`src/syncPkg.sv`:
```
// Loop types and constants
package syncPkg;

    // DAC word and scaling
    localparam int dacWidth = 16;
    localparam int scaleShift = 8;

    // Control updates needed before lock is declared
    localparam int unlockCount = 20;

    typedef logic signed [dacWidth-1:0] dacValue_t;
    typedef logic signed [dacWidth+scaleShift-1:0] dacScaled_t;

    // Phase error in clock ticks
    typedef logic signed [23:0] phaseError_t;

    typedef enum logic [2:0] {
        initialize,
        awaitHwPps,
        awaitLateHwPps,
        computeAction,
        awaitMultiply,
        awaitAccumulate,
        applyDelta,
        awaitDacIdle
    } pllState_t;

endpackage

```
`src/csrPkg.sv`:
```
// Register port words
package csrPkg;

    // Command word, disable request wins over enable
    typedef struct packed {
        logic pllEnable;
        logic pllDisable;
        logic dacLoad;
        logic [12:0] reserved;
        syncPkg::dacValue_t dacValue;
    } csrCommand_t;

    // Status readback
    typedef struct packed {
        logic locked;
        logic enabled;
        logic hwPpsValid;
        logic primaryValid;
        logic secondaryValid;
        syncPkg::pllState_t pllState;
        syncPkg::phaseError_t phaseError;
    } syncStatus_t;

endpackage

```
`src/ppsQualifier.sv`:
```
// PPS input qualifier
`timescale 1ns/100ps

module ppsQualifier #(
    parameter int clkRate = 100_000_000,
    parameter int debounceTicks = 200,
    parameter int toleranceTicks = 20_000
) (
    input  logic clk,
    input  logic rstN,
    input  logic ppsAsync,
    output logic ppsStrobe,
    output logic ppsValid
);

    // Interval window, too fast below and too slow above
    localparam int fastReload = clkRate - toleranceTicks - 1;
    localparam int slowReload = clkRate + toleranceTicks;
    localparam int intervalWidth = $clog2(slowReload + 1);
    localparam int debounceWidth = $clog2(debounceTicks + 1);

    logic ppsMeta;
    logic ppsSync;
    logic ppsDelayed;
    logic [debounceWidth-1:0] debounceCount;
    logic [intervalWidth-1:0] tooFastCount;
    logic [intervalWidth-1:0] tooSlowCount;
    logic risingEdge;
    logic debounceDone;
    logic tooFast;
    logic tooSlow;

    assign risingEdge = ppsSync && !ppsDelayed;
    assign debounceDone = (debounceCount == '0);
    assign tooFast = (tooFastCount != '0);
    assign tooSlow = (tooSlowCount == '0);

    always_ff @(posedge clk or negedge rstN) begin
        if (!rstN) begin
            ppsMeta <= 1'b0;
            ppsSync <= 1'b0;
            ppsDelayed <= 1'b0;
            debounceCount <= debounceWidth'(debounceTicks);
            tooFastCount <= '0;
            tooSlowCount <= '0;
            ppsStrobe <= 1'b0;
            ppsValid <= 1'b0;
        end else begin
            ppsMeta <= ppsAsync;
            ppsSync <= ppsMeta;
            ppsDelayed <= ppsSync;
            ppsStrobe <= 1'b0;

            // Count low cycles before an edge is accepted
            if (ppsSync) begin
                debounceCount <= debounceWidth'(debounceTicks);
            end else if (!debounceDone) begin
                debounceCount <= debounceCount - 1'b1;
            end

            if (risingEdge && debounceDone) begin
                if (!tooFast && !tooSlow) begin
                    ppsStrobe <= 1'b1;
                    ppsValid <= 1'b1;
                end else begin
                    ppsValid <= 1'b0;
                end
                tooFastCount <= intervalWidth'(fastReload);
                tooSlowCount <= intervalWidth'(slowReload);
            end else begin
                if (tooFast) begin
                    tooFastCount <= tooFastCount - 1'b1;
                end
                // Timeout when no edge arrives
                if (tooSlow) begin
                    ppsValid <= 1'b0;
                end else begin
                    tooSlowCount <= tooSlowCount - 1'b1;
                end
            end
        end
    end

endmodule

```
`src/localPpsGen.sv`:
```
// Local PPS generator
`timescale 1ns/100ps

module localPpsGen #(
    parameter int clkRate = 100_000_000
) (
    input  logic clk,
    input  logic rstN,
    input  logic hwStrobe,
    input  logic followHw,
    output logic ppsStrobe
);

    // Following reload is one short, the pulse already lags hwStrobe by one
    localparam int freeReload = clkRate - 1;
    localparam int followReload = clkRate - 2;
    localparam int countWidth = $clog2(clkRate);

    logic [countWidth-1:0] count;
    logic fire;

    assign fire = followHw ? hwStrobe : (count == '0);

    always_ff @(posedge clk or negedge rstN) begin
        if (!rstN) begin
            count <= countWidth'(freeReload);
            ppsStrobe <= 1'b0;
        end else begin
            ppsStrobe <= fire;
            if (fire) begin
                count <= followHw ? countWidth'(followReload) : countWidth'(freeReload);
            end else if (count != '0) begin
                count <= count - 1'b1;
            end
        end
    end

endmodule

```
`src/csrRegs.sv`:
```
// Command register decode
`timescale 1ns/100ps

module csrRegs (
    input  logic clk,
    input  logic rstN,
    input  logic csrStrobe,
    input  csrPkg::csrCommand_t command,
    output logic pllEnable,
    output logic dacLoad,
    output syncPkg::dacValue_t dacLoadValue
);

    // Enable level and load pulse
    always_ff @(posedge clk or negedge rstN) begin
        if (!rstN) begin
            pllEnable <= 1'b0;
            dacLoad <= 1'b0;
        end else begin
            dacLoad <= csrStrobe && command.dacLoad;
            if (csrStrobe) begin
                if (command.pllDisable) begin
                    pllEnable <= 1'b0;
                end else if (command.pllEnable) begin
                    pllEnable <= 1'b1;
                end
            end
        end
    end

    // Manual DAC value
    always_ff @(posedge clk) begin
        if (csrStrobe && command.dacLoad) begin
            dacLoadValue <= command.dacValue;
        end
    end

endmodule

```
`src/pllController.sv`:
```
// PPS phase-locked loop controller
`timescale 1ns/100ps

module pllController #(
    parameter int detectRange = 3_000,
    parameter int dacCountsPerHz = 35
) (
    input  logic clk,
    input  logic rstN,
    input  logic pllEnable,
    input  logic dacLoad,
    input  logic hwPpsValid,
    input  logic hwStrobe,
    input  logic ppsStrobe,
    input  logic dacBusy,
    input  syncPkg::dacValue_t dacLoadValue,
    output logic followHw,
    output logic locked,
    output logic dacStrobe,
    output syncPkg::dacValue_t dacValue,
    output syncPkg::phaseError_t phaseError,
    output syncPkg::pllState_t pllState
);
    import syncPkg::*;

    localparam int gateWidth = $clog2(detectRange + 1);
    localparam int unlockWidth = $clog2(unlockCount + 1);
    localparam int wideWidth = $bits(phaseError_t) + $clog2(dacCountsPerHz + 1) + 2;

    // Gains as shifts, fast Kp 1/2 Ki 1/4, slow Kp 1/16 Ki 1/256
    localparam int fastKpShift = scaleShift - 1;
    localparam int fastKiShift = scaleShift - 2;
    localparam int slowKpShift = scaleShift - 4;
    localparam int slowKiShift = scaleShift - 8;

    localparam logic signed [wideWidth-1:0] countsPerHz = wideWidth'(dacCountsPerHz);
    localparam logic signed [wideWidth-1:0] scaledMax =
        (2 ** (dacWidth - 1) - 1) * (2 ** scaleShift);
    localparam logic signed [wideWidth-1:0] scaledMin =
        -(2 ** (dacWidth - 1)) * (2 ** scaleShift);

    logic [gateWidth-1:0] earlyCount;
    logic [gateWidth-1:0] lateCount;
    logic [unlockWidth-1:0] unlockCounter;
    logic earlyOverflow;
    logic lateOverflow;
    phaseError_t phaseErrorOld;
    phaseError_t errorStep;
    phaseError_t hzDelta;
    logic signed [wideWidth-1:0] dacDelta;
    logic signed [wideWidth-1:0] nextScaled;
    dacScaled_t dacScaled;

    assign earlyOverflow = (earlyCount == gateWidth'(detectRange));
    assign lateOverflow = (lateCount == gateWidth'(detectRange));
    assign errorStep = phaseError - phaseErrorOld;
    assign locked = (unlockCounter == '0);
    assign followHw = (pllState == initialize);
    assign dacValue = dacScaled[scaleShift +: dacWidth];

    //////////////////////////////
    // Velocity form PI, scaling and accumulate
    always_ff @(posedge clk) begin
        if (pllState == computeAction) begin
            if (locked) begin
                hzDelta <= (errorStep <<< slowKpShift) + (phaseError <<< slowKiShift);
            end else begin
                hzDelta <= (errorStep <<< fastKpShift) + (phaseError <<< fastKiShift);
            end
        end
        if (pllState == awaitMultiply) begin
            dacDelta <= hzDelta * countsPerHz;
        end
        if (pllState == awaitAccumulate) begin
            nextScaled <= dacDelta + dacScaled;
        end
    end

    //////////////////////////////
    // Loop state machine
    always_ff @(posedge clk or negedge rstN) begin
        if (!rstN) begin
            pllState <= initialize;
            phaseError <= '0;
            phaseErrorOld <= '0;
            earlyCount <= gateWidth'(detectRange);
            lateCount <= '0;
            unlockCounter <= unlockWidth'(unlockCount);
            dacScaled <= '0;
            dacStrobe <= 1'b0;
        end else begin
            dacStrobe <= 1'b0;
            case (pllState)
                initialize: begin
                    phaseError <= '0;
                    phaseErrorOld <= '0;
                    earlyCount <= gateWidth'(detectRange);
                    unlockCounter <= unlockWidth'(unlockCount);
                    if (pllEnable && hwPpsValid && hwStrobe) begin
                        pllState <= awaitHwPps;
                    end else if (dacLoad) begin
                        dacScaled <= {dacLoadValue, {scaleShift{1'b0}}};
                        dacStrobe <= 1'b1;
                    end
                end
                awaitHwPps: begin
                    lateCount <= gateWidth'(1);
                    // Ticks since the local pulse
                    if (ppsStrobe) begin
                        earlyCount <= gateWidth'(1);
                    end else if (!earlyOverflow) begin
                        earlyCount <= earlyCount + 1'b1;
                    end
                    if (!pllEnable || !hwPpsValid) begin
                        pllState <= initialize;
                    end else if (hwStrobe) begin
                        if (ppsStrobe) begin
                            phaseError <= '0;
                            pllState <= computeAction;
                        end else if (!earlyOverflow) begin
                            phaseError <= -phaseError_t'(earlyCount);
                            pllState <= computeAction;
                        end else begin
                            pllState <= awaitLateHwPps;
                        end
                    end
                end
                awaitLateHwPps: begin
                    lateCount <= lateCount + 1'b1;
                    if (!pllEnable || !hwPpsValid) begin
                        pllState <= initialize;
                    end else if (ppsStrobe) begin
                        phaseError <= phaseError_t'(lateCount);
                        pllState <= computeAction;
                    end else if (lateOverflow) begin
                        // Local pulse missing from the window
                        pllState <= initialize;
                    end
                end
                computeAction: begin
                    phaseErrorOld <= phaseError;
                    earlyCount <= gateWidth'(detectRange);
                    pllState <= awaitMultiply;
                end
                awaitMultiply: begin
                    pllState <= awaitAccumulate;
                end
                awaitAccumulate: begin
                    pllState <= applyDelta;
                end
                applyDelta: begin
                    // Saturate at the DAC limits
                    if (nextScaled > scaledMax) begin
                        dacScaled <= dacScaled_t'(scaledMax);
                    end else if (nextScaled < scaledMin) begin
                        dacScaled <= dacScaled_t'(scaledMin);
                    end else begin
                        dacScaled <= dacScaled_t'(nextScaled);
                    end
                    if (!locked) begin
                        unlockCounter <= unlockCounter - 1'b1;
                    end
                    dacStrobe <= 1'b1;
                    pllState <= awaitDacIdle;
                end
                awaitDacIdle: begin
                    if (!dacStrobe && !dacBusy) begin
                        pllState <= awaitHwPps;
                    end
                end
                default: begin
                    pllState <= initialize;
                end
            endcase
        end
    end

endmodule

```
`src/dacSpiWriter.sv`:
```
// DAC serial writer
`timescale 1ns/100ps

module dacSpiWriter #(
    parameter int spiHalfTicks = 2
) (
    input  logic clk,
    input  logic rstN,
    input  logic dacStrobe,
    input  logic offsetBinary,
    input  syncPkg::dacValue_t dacValue,
    output logic SPI_CLK,
    output logic SPI_SYNCn,
    output logic SPI_SDI,
    output logic dacBusy
);
    import syncPkg::*;

    localparam int frameWidth = 24;
    localparam int halfWidth = $clog2(spiHalfTicks + 2);
    localparam int bitWidth = $clog2(frameWidth + 1);

    typedef enum logic [1:0] {
        spiIdle,
        spiTransfer,
        spiFinish
    } spiState_t;

    spiState_t spiState;
    logic [halfWidth-1:0] halfCount;
    logic [bitWidth-1:0] bitCount;
    logic [frameWidth-1:0] shiftReg;
    dacValue_t sendValue;
    logic halfDone;

    // Offset binary flips the sign bit
    assign sendValue = dacValue ^ {offsetBinary, {(dacWidth - 1){1'b0}}};
    assign halfDone = (halfCount == '0);
    assign SPI_SDI = shiftReg[frameWidth-1];

    always_ff @(posedge clk or negedge rstN) begin
        if (!rstN) begin
            spiState <= spiIdle;
            halfCount <= halfWidth'(spiHalfTicks);
            bitCount <= '0;
            shiftReg <= '0;
            SPI_CLK <= 1'b1;
            SPI_SYNCn <= 1'b1;
            dacBusy <= 1'b0;
        end else begin
            // Half-period timer
            if ((spiState == spiIdle) || halfDone) begin
                halfCount <= halfWidth'(spiHalfTicks);
            end else begin
                halfCount <= halfCount - 1'b1;
            end

            case (spiState)
                spiIdle: begin
                    bitCount <= bitWidth'(frameWidth);
                    if (dacStrobe) begin
                        dacBusy <= 1'b1;
                        SPI_SYNCn <= 1'b0;
                        shiftReg <= {{(frameWidth - dacWidth){1'b0}}, sendValue};
                        spiState <= spiTransfer;
                    end
                end
                spiTransfer: begin
                    if (halfDone) begin
                        if (SPI_CLK) begin
                            if (bitCount == '0) begin
                                SPI_SYNCn <= 1'b1;
                                spiState <= spiFinish;
                            end else begin
                                // DAC samples on this falling edge
                                SPI_CLK <= 1'b0;
                                bitCount <= bitCount - 1'b1;
                            end
                        end else begin
                            SPI_CLK <= 1'b1;
                            shiftReg <= shiftReg << 1;
                        end
                    end
                end
                spiFinish: begin
                    if (halfDone) begin
                        dacBusy <= 1'b0;
                        spiState <= spiIdle;
                    end
                end
                default: begin
                    spiState <= spiIdle;
                end
            endcase
        end
    end

endmodule

```
`src/clockSyncTop.sv`:
```
// VCXO to PPS synchronizer
`timescale 1ns/100ps

module clockSyncTop #(
    parameter int clkRate = 100_000_000,
    parameter int debounceTicks = 200,
    parameter int toleranceTicks = 20_000,
    parameter int detectRange = 3_000,
    parameter int dacCountsPerHz = 35,
    parameter int spiHalfTicks = 2
) (
    input  logic clk,
    input  logic rstN,
    input  logic csrStrobe,
    input  logic ppsPrimary,
    input  logic ppsSecondary,
    input  logic offsetBinary,
    input  csrPkg::csrCommand_t command,
    output csrPkg::syncStatus_t status,
    output syncPkg::dacValue_t dacReadback,
    output logic ppsStrobe,
    output logic SPI_CLK,
    output logic SPI_SYNCn,
    output logic SPI_SDI
);
    import syncPkg::*;

    logic primaryStrobe;
    logic primaryValid;
    logic secondaryStrobe;
    logic secondaryValid;
    logic hwStrobe;
    logic hwPpsValid;
    logic pllEnable;
    logic dacLoad;
    dacValue_t dacLoadValue;
    logic followHw;
    logic locked;
    logic dacStrobe;
    logic dacBusy;
    dacValue_t dacValue;
    phaseError_t phaseError;
    pllState_t pllState;

    //////////////////////////////
    // Reference qualification and selection
    ppsQualifier #(
        .clkRate(clkRate),
        .debounceTicks(debounceTicks),
        .toleranceTicks(toleranceTicks)
    ) u_primaryQualifier (
        .clk(clk),
        .rstN(rstN),
        .ppsAsync(ppsPrimary),
        .ppsStrobe(primaryStrobe),
        .ppsValid(primaryValid)
    );

    ppsQualifier #(
        .clkRate(clkRate),
        .debounceTicks(debounceTicks),
        .toleranceTicks(toleranceTicks)
    ) u_secondaryQualifier (
        .clk(clk),
        .rstN(rstN),
        .ppsAsync(ppsSecondary),
        .ppsStrobe(secondaryStrobe),
        .ppsValid(secondaryValid)
    );

    // Primary wins whenever it is valid
    assign hwStrobe = primaryValid ? primaryStrobe : secondaryStrobe;

    always_ff @(posedge clk or negedge rstN) begin
        if (!rstN) begin
            hwPpsValid <= 1'b0;
        end else begin
            hwPpsValid <= primaryValid || secondaryValid;
        end
    end

    //////////////////////////////
    // Loop, local PPS and DAC
    localPpsGen #(
        .clkRate(clkRate)
    ) u_localPpsGen (
        .clk(clk),
        .rstN(rstN),
        .hwStrobe(hwStrobe),
        .followHw(followHw),
        .ppsStrobe(ppsStrobe)
    );

    csrRegs u_csrRegs (
        .clk(clk),
        .rstN(rstN),
        .csrStrobe(csrStrobe),
        .command(command),
        .pllEnable(pllEnable),
        .dacLoad(dacLoad),
        .dacLoadValue(dacLoadValue)
    );

    pllController #(
        .detectRange(detectRange),
        .dacCountsPerHz(dacCountsPerHz)
    ) u_pllController (
        .clk(clk),
        .rstN(rstN),
        .pllEnable(pllEnable),
        .dacLoad(dacLoad),
        .hwPpsValid(hwPpsValid),
        .hwStrobe(hwStrobe),
        .ppsStrobe(ppsStrobe),
        .dacBusy(dacBusy),
        .dacLoadValue(dacLoadValue),
        .followHw(followHw),
        .locked(locked),
        .dacStrobe(dacStrobe),
        .dacValue(dacValue),
        .phaseError(phaseError),
        .pllState(pllState)
    );

    dacSpiWriter #(
        .spiHalfTicks(spiHalfTicks)
    ) u_dacSpiWriter (
        .clk(clk),
        .rstN(rstN),
        .dacStrobe(dacStrobe),
        .offsetBinary(offsetBinary),
        .dacValue(dacValue),
        .SPI_CLK(SPI_CLK),
        .SPI_SYNCn(SPI_SYNCn),
        .SPI_SDI(SPI_SDI),
        .dacBusy(dacBusy)
    );

    // Status readback
    assign dacReadback = dacValue;

    always_comb begin
        status.locked = locked;
        status.enabled = pllEnable;
        status.hwPpsValid = hwPpsValid;
        status.primaryValid = primaryValid;
        status.secondaryValid = secondaryValid;
        status.pllState = pllState;
        status.phaseError = phaseError;
    end

endmodule

```
`config.mk`:
```
export PLATFORM = sky130hd
export DESIGN_NAME = clockSyncTop
export DESIGN_NICKNAME = d
export VERILOG_FILES = /design/src/syncPkg.sv /design/src/csrPkg.sv /design/src/ppsQualifier.sv /design/src/localPpsGen.sv /design/src/csrRegs.sv /design/src/pllController.sv /design/src/dacSpiWriter.sv /design/src/clockSyncTop.sv
export SDC_FILE = /design/constraint.sdc
export NUM_CORES = 1
export LEC_CHECK = 0
export BUFFER_PORTS_ARGS = -buffer_cell sky130_fd_sc_hd__buf_4
export CORE_UTILIZATION = 45
export DETAILED_ROUTE_END_ITERATION = 8
export GPL_TIMING_DRIVEN = 0
export PLACE_DENSITY_LB_ADDON = 0.1
export SLEW_MARGIN = 20
export SYNTH_ARGS = -nofsm -noshare
export SYNTH_HDL_FRONTEND = slang
export SYNTH_HIERARCHICAL = 1
export SYNTH_SLANG_ARGS = --single-unit
```
`constraint.sdc`:
```
create_clock -name clk -period 9.4 [get_ports clk]
set_clock_uncertainty 0.2 [all_clocks]
set_input_delay 1.88 -clock clk [delete_from_list [all_inputs] [get_ports clk]]
set_output_delay 1.88 -clock clk [all_outputs]
set_load 0.005 [all_outputs]
```
==> flow_summary.yaml <==
run_status:
  status: "finished clean"
power_and_ir_drop:
  power_density_mw_per_mm2: 183.9
  swShare_pct: 30.55
  pwr-share-comb_pct: 21.7
  p_clk_share_pct: 33.4
  p_seq_share_pct: 44.9
  p_int_mw: 3.659
  power.switching_mw: 1.610
  vdd_drop_max_mv: 0.1269
  p_leak_nw: 12.60
synth:
  syn_area_mm2: 0.02549
  netlist.area_leader.share_pct: 25.63
  yosysSeqAreaShare_pct: 41.58
  postSynthNetCount: 2860
  yosysTopAreaCell: "dfrtp_1"
  avgSynthCellArea_um2: 9.758
  synthCells: 2612
  synth_warnings: 6
  ys_seq_elements: 401
  synthArstFlopShare_pct: 74.31
  synth_area_leaders: "dfrtp_1 (26%), edfxtp_1 (12%), ha_1 (8.9%)"
  synthFlopType: "dfrtp_1"
  synth_cell_types: 102
  synth_edf_count: 103
drt:
  drc: 0
  wl_um: 57300
  drt_iter0_markers: 1023
  vias: 19590
  ant_nets: 0
  detail_route.wl_per_cell_um: 16.24
  drt_first_pass_iters: 5
  viasPerCell: 5.551
placement:
  place_congestion: 0.8840
  io_buffers: 76
  dp_cells: 3443
  dp_hpwl_um: 42390
cts:
  ctsResizeCount: 0
  cts_hold_buffers: 0
  post-cts-setup-buffers: 0
  clk_pin_slew_ns: 0.06
  cts_sinks: 401
  numCtsBuffers: 46
  cts_tree: "done"
  clk_latency_ns: 0.57
  root_buffer: "clkbuf_16"
  htreeDepth: 2
  cts.path.max_buffers: 3
timing:
  max_slew_margin_pct: 25.29
  tightestPinTransition_ns: 1.092
  min_period_over_period_pct: 54.20
  holdWs_ns: 0.1469
  setup_viol: 0
  fmax_mhz: 196.3
  finalMaxSlewViolations: 0
  finalHoldViolCount: 0
  grt_setup_unrepaired: "false"
  setup_tns_ns: 0
  final.min_clock_period_ns: 5.095
worst_setup_path:
  path_buf_inv: 2
  path_max_fanout: 4
  path_cells: "inv_1 > ha_1 > inv_1 > fa_1 > a21oi_1 > o2111ai_1 > a31o_2 > a21oi_1 > o21ai_0 > a21o_1 > a21oi_1 > xnor2_1 > ha_1 > a21oi_1 > nand3b_1 > o21ai_0 > o2111ai_1 > a21oi_1 > xnor2_1 > mux2i_1"
  critPathKind: "flop to flop"
  worst_ep_required_time_ns: 9.49
  crit_path_end_kind: "flop"
  cp_top_family: "compound AO/OA/AOI/OAI gates"
  cp_slowest_cell: "dfrtp_1"
  cp_data_arrival_time_ns: 5.18
  crit_top_cell: "a21oi_1"
  cp-start-kind: "flop"
  max_stage_delay_ns: 0.41
global_routing:
  met1_usage_pct: 28.55
  grt_max_degree: 89
  track_usage_pct: 20.09
  antenna_found_initial: 1
  grt_pass1_wl_um: 94980
  met3_usage_pct: 2.560
  grt_util_met2_pct: 31.91
  overflow: 0
  grt_pass1_vias: 18950
  grt-busiest-layer: "met2"
worst_hold_path:
  hp-class: "flop to flop"
floorplanning:
  num_io_pins: 90
  start_util_pct: 45.90
  die-area_mm2: 0.05759
  core-area_mm2: 0.05552
  rows: 86
  fp.dieW_um: 240.0
  die_h_um: 240.0
job:
  cap_violations: 0
layout:
  final_common_cell: "dfrtp_1"
  fin_nets: 2991
  fillCellCount: 5115
  syn_to_final_growth_pct: 12.43
  layout.cells.non_filler: 3529
  final_cell_mix: "dfrtp_1 (261), inv_1 (210), nor2_1 (187), ha_1 (182), nand2_1 (169)"
  drive_above_1_share_pct: 11.69
==> Yosys cell counts (11+ instances only) <==
cell and number:
nor3_1 52, and2_1 17, clkbuf_1 60, buf_4 27, xor2_1 72, a211oi_1 22
nand2_1 169, a22o_1 38, and3_1 27, o21ai_1 12, or3_1 43, inv_1 210
or4_1 34, nand4_1 37, nor2_1 188, a21oi_1 162, mux2_2 21, dfrtp_1 261
edfxtp_1 103, nand3_1 78, mux2i_1 22, a21o_1 33, o21bai_1 15, xnor2_1 99
nor4_1 56, nand2b_1 25, fa_1 28, mux2_4 11, o21ai_0 156, a31oi_1 17
o31ai_1 32, dfstp_2 37, o211ai_1 32, o21a_1 17, nor2b_1 14, ha_1 182
==> power groups by stage <==
stage          registers [mW]  logic, mW  clock network [mW]
6_report                 2.37       1.14                1.76
5_1_grt                  2.41       1.28                1.89
4_1_cts                  2.36       1.15                1.82
3_5_place_dp             2.39       1.14                   0
3_3_place_gp             2.38       1.10                   0
2_1_floorplan            2.31      0.890                   0
==> metrics by stage <==
step	util (%)	setup WS, ns	power (mW)	cell area [µm²]
finish	51.61	4.305	5.269	28660
global route	51.60	3.919	5.578	28650
CTS	51.60	4.314	5.331	28650
detailed placement	48.92	4.330	3.529	27160
global placement	48.62	3.504	3.479	26990
floorplan	-	5.010	3.205	25490
==> registers in the layout (all words and copies together) (netlist names), 8 cells and up <==
| signal | cells |
|---|---|
| u_pllController/hzDelta | 24 |
| u_pllController/dacScaled | 24 |
| u_secondaryQualifier/debounceCount | 8 |
| u_primaryQualifier/tooSlowCount | 27 |
| u_dacSpiWriter/shiftReg | 24 |
| u_pllController/dacDelta | 31 |
| u_pllController/earlyCount | 12 |
| u_csrRegs/dacLoadValue | 16 |
| u_secondaryQualifier/tooFastCount | 27 |
| u_localPpsGen/count | 27 |
| u_pllController/phaseErrorOld | 20 |
| u_pllController/nextScaled | 32 |
| u_pllController/phaseError | 20 |
| u_secondaryQualifier/tooSlowCount | 27 |
| u_pllController/lateCount | 12 |
| u_primaryQualifier/debounceCount | 8 |
| u_primaryQualifier/tooFastCount | 27 |
==> final cells by class <==
cell class / instances / area (µm²) / share of cell area, %
clock inverter: 22 / 196.4 / 0.6855
tap: 748 / 935.9 / 3.266
antenna: 1 / 2.502 / 0.008733
clock buffer: 63 / 1296 / 4.524
inverter: 211 / 794.5 / 2.773
buffer: 102 / 545.5 / 1.904
sequential: 401 / 10600 / 36.98
multi-input combinational: 1898 / 13560 / 47.34
timing repair buffer: 83 / 723.2 / 2.524
==> kinds of logic (layout without fill, tap and decap cells) <==
| family | Yosys count | count (layout) | synth area share (%) |
|---|---|---|---|
| fa+ha+maj | 210 | 210 | 11.13 |
| compound gates | 645 | 645 | 16.54 |
| flops | 401 | 401 | 41.58 |
| other cells | 0 | 1 | 0 |
| mux | 54 | 54 | 2.440 |
| simple gates | 818 | 818 | 17.18 |
| xor+xnor | 171 | 171 | 5.876 |
| buf+inv | 313 | 481 | 5.253 |
==> final timing paths <==
path / slack, ns / cells past startpoint / endpoint / startpoint
min: 0.15 / 0 / u_primaryQualifier/ppsSync / u_primaryQualifier/ppsMeta
max reg2reg: 4.31 / 20 / u_pllController/hzDelta[23] / u_pllController/phaseError[0]
min reg2reg: 0.15 / 0 / u_primaryQualifier/ppsSync / u_primaryQualifier/ppsMeta
max: 4.31 / 20 / u_pllController/hzDelta[23] / u_pllController/phaseError[0]
min in group asynchronous: 1.07 / 1 / u_primaryQualifier/tooFastCount[10] / rstN
max in group asynchronous: 7.05 / 2 / u_pllController/earlyCount[7] / rstN
==> metal layers <==
layer / vias to the layer above / share of wire, %
met1: 9404 / 49
met2: 326 / 45
met3: 75 / 3.5
met4: 0 / 2.1
li1: 9784 / -
met5: - / 0
(Power assumes the default switching activity.)
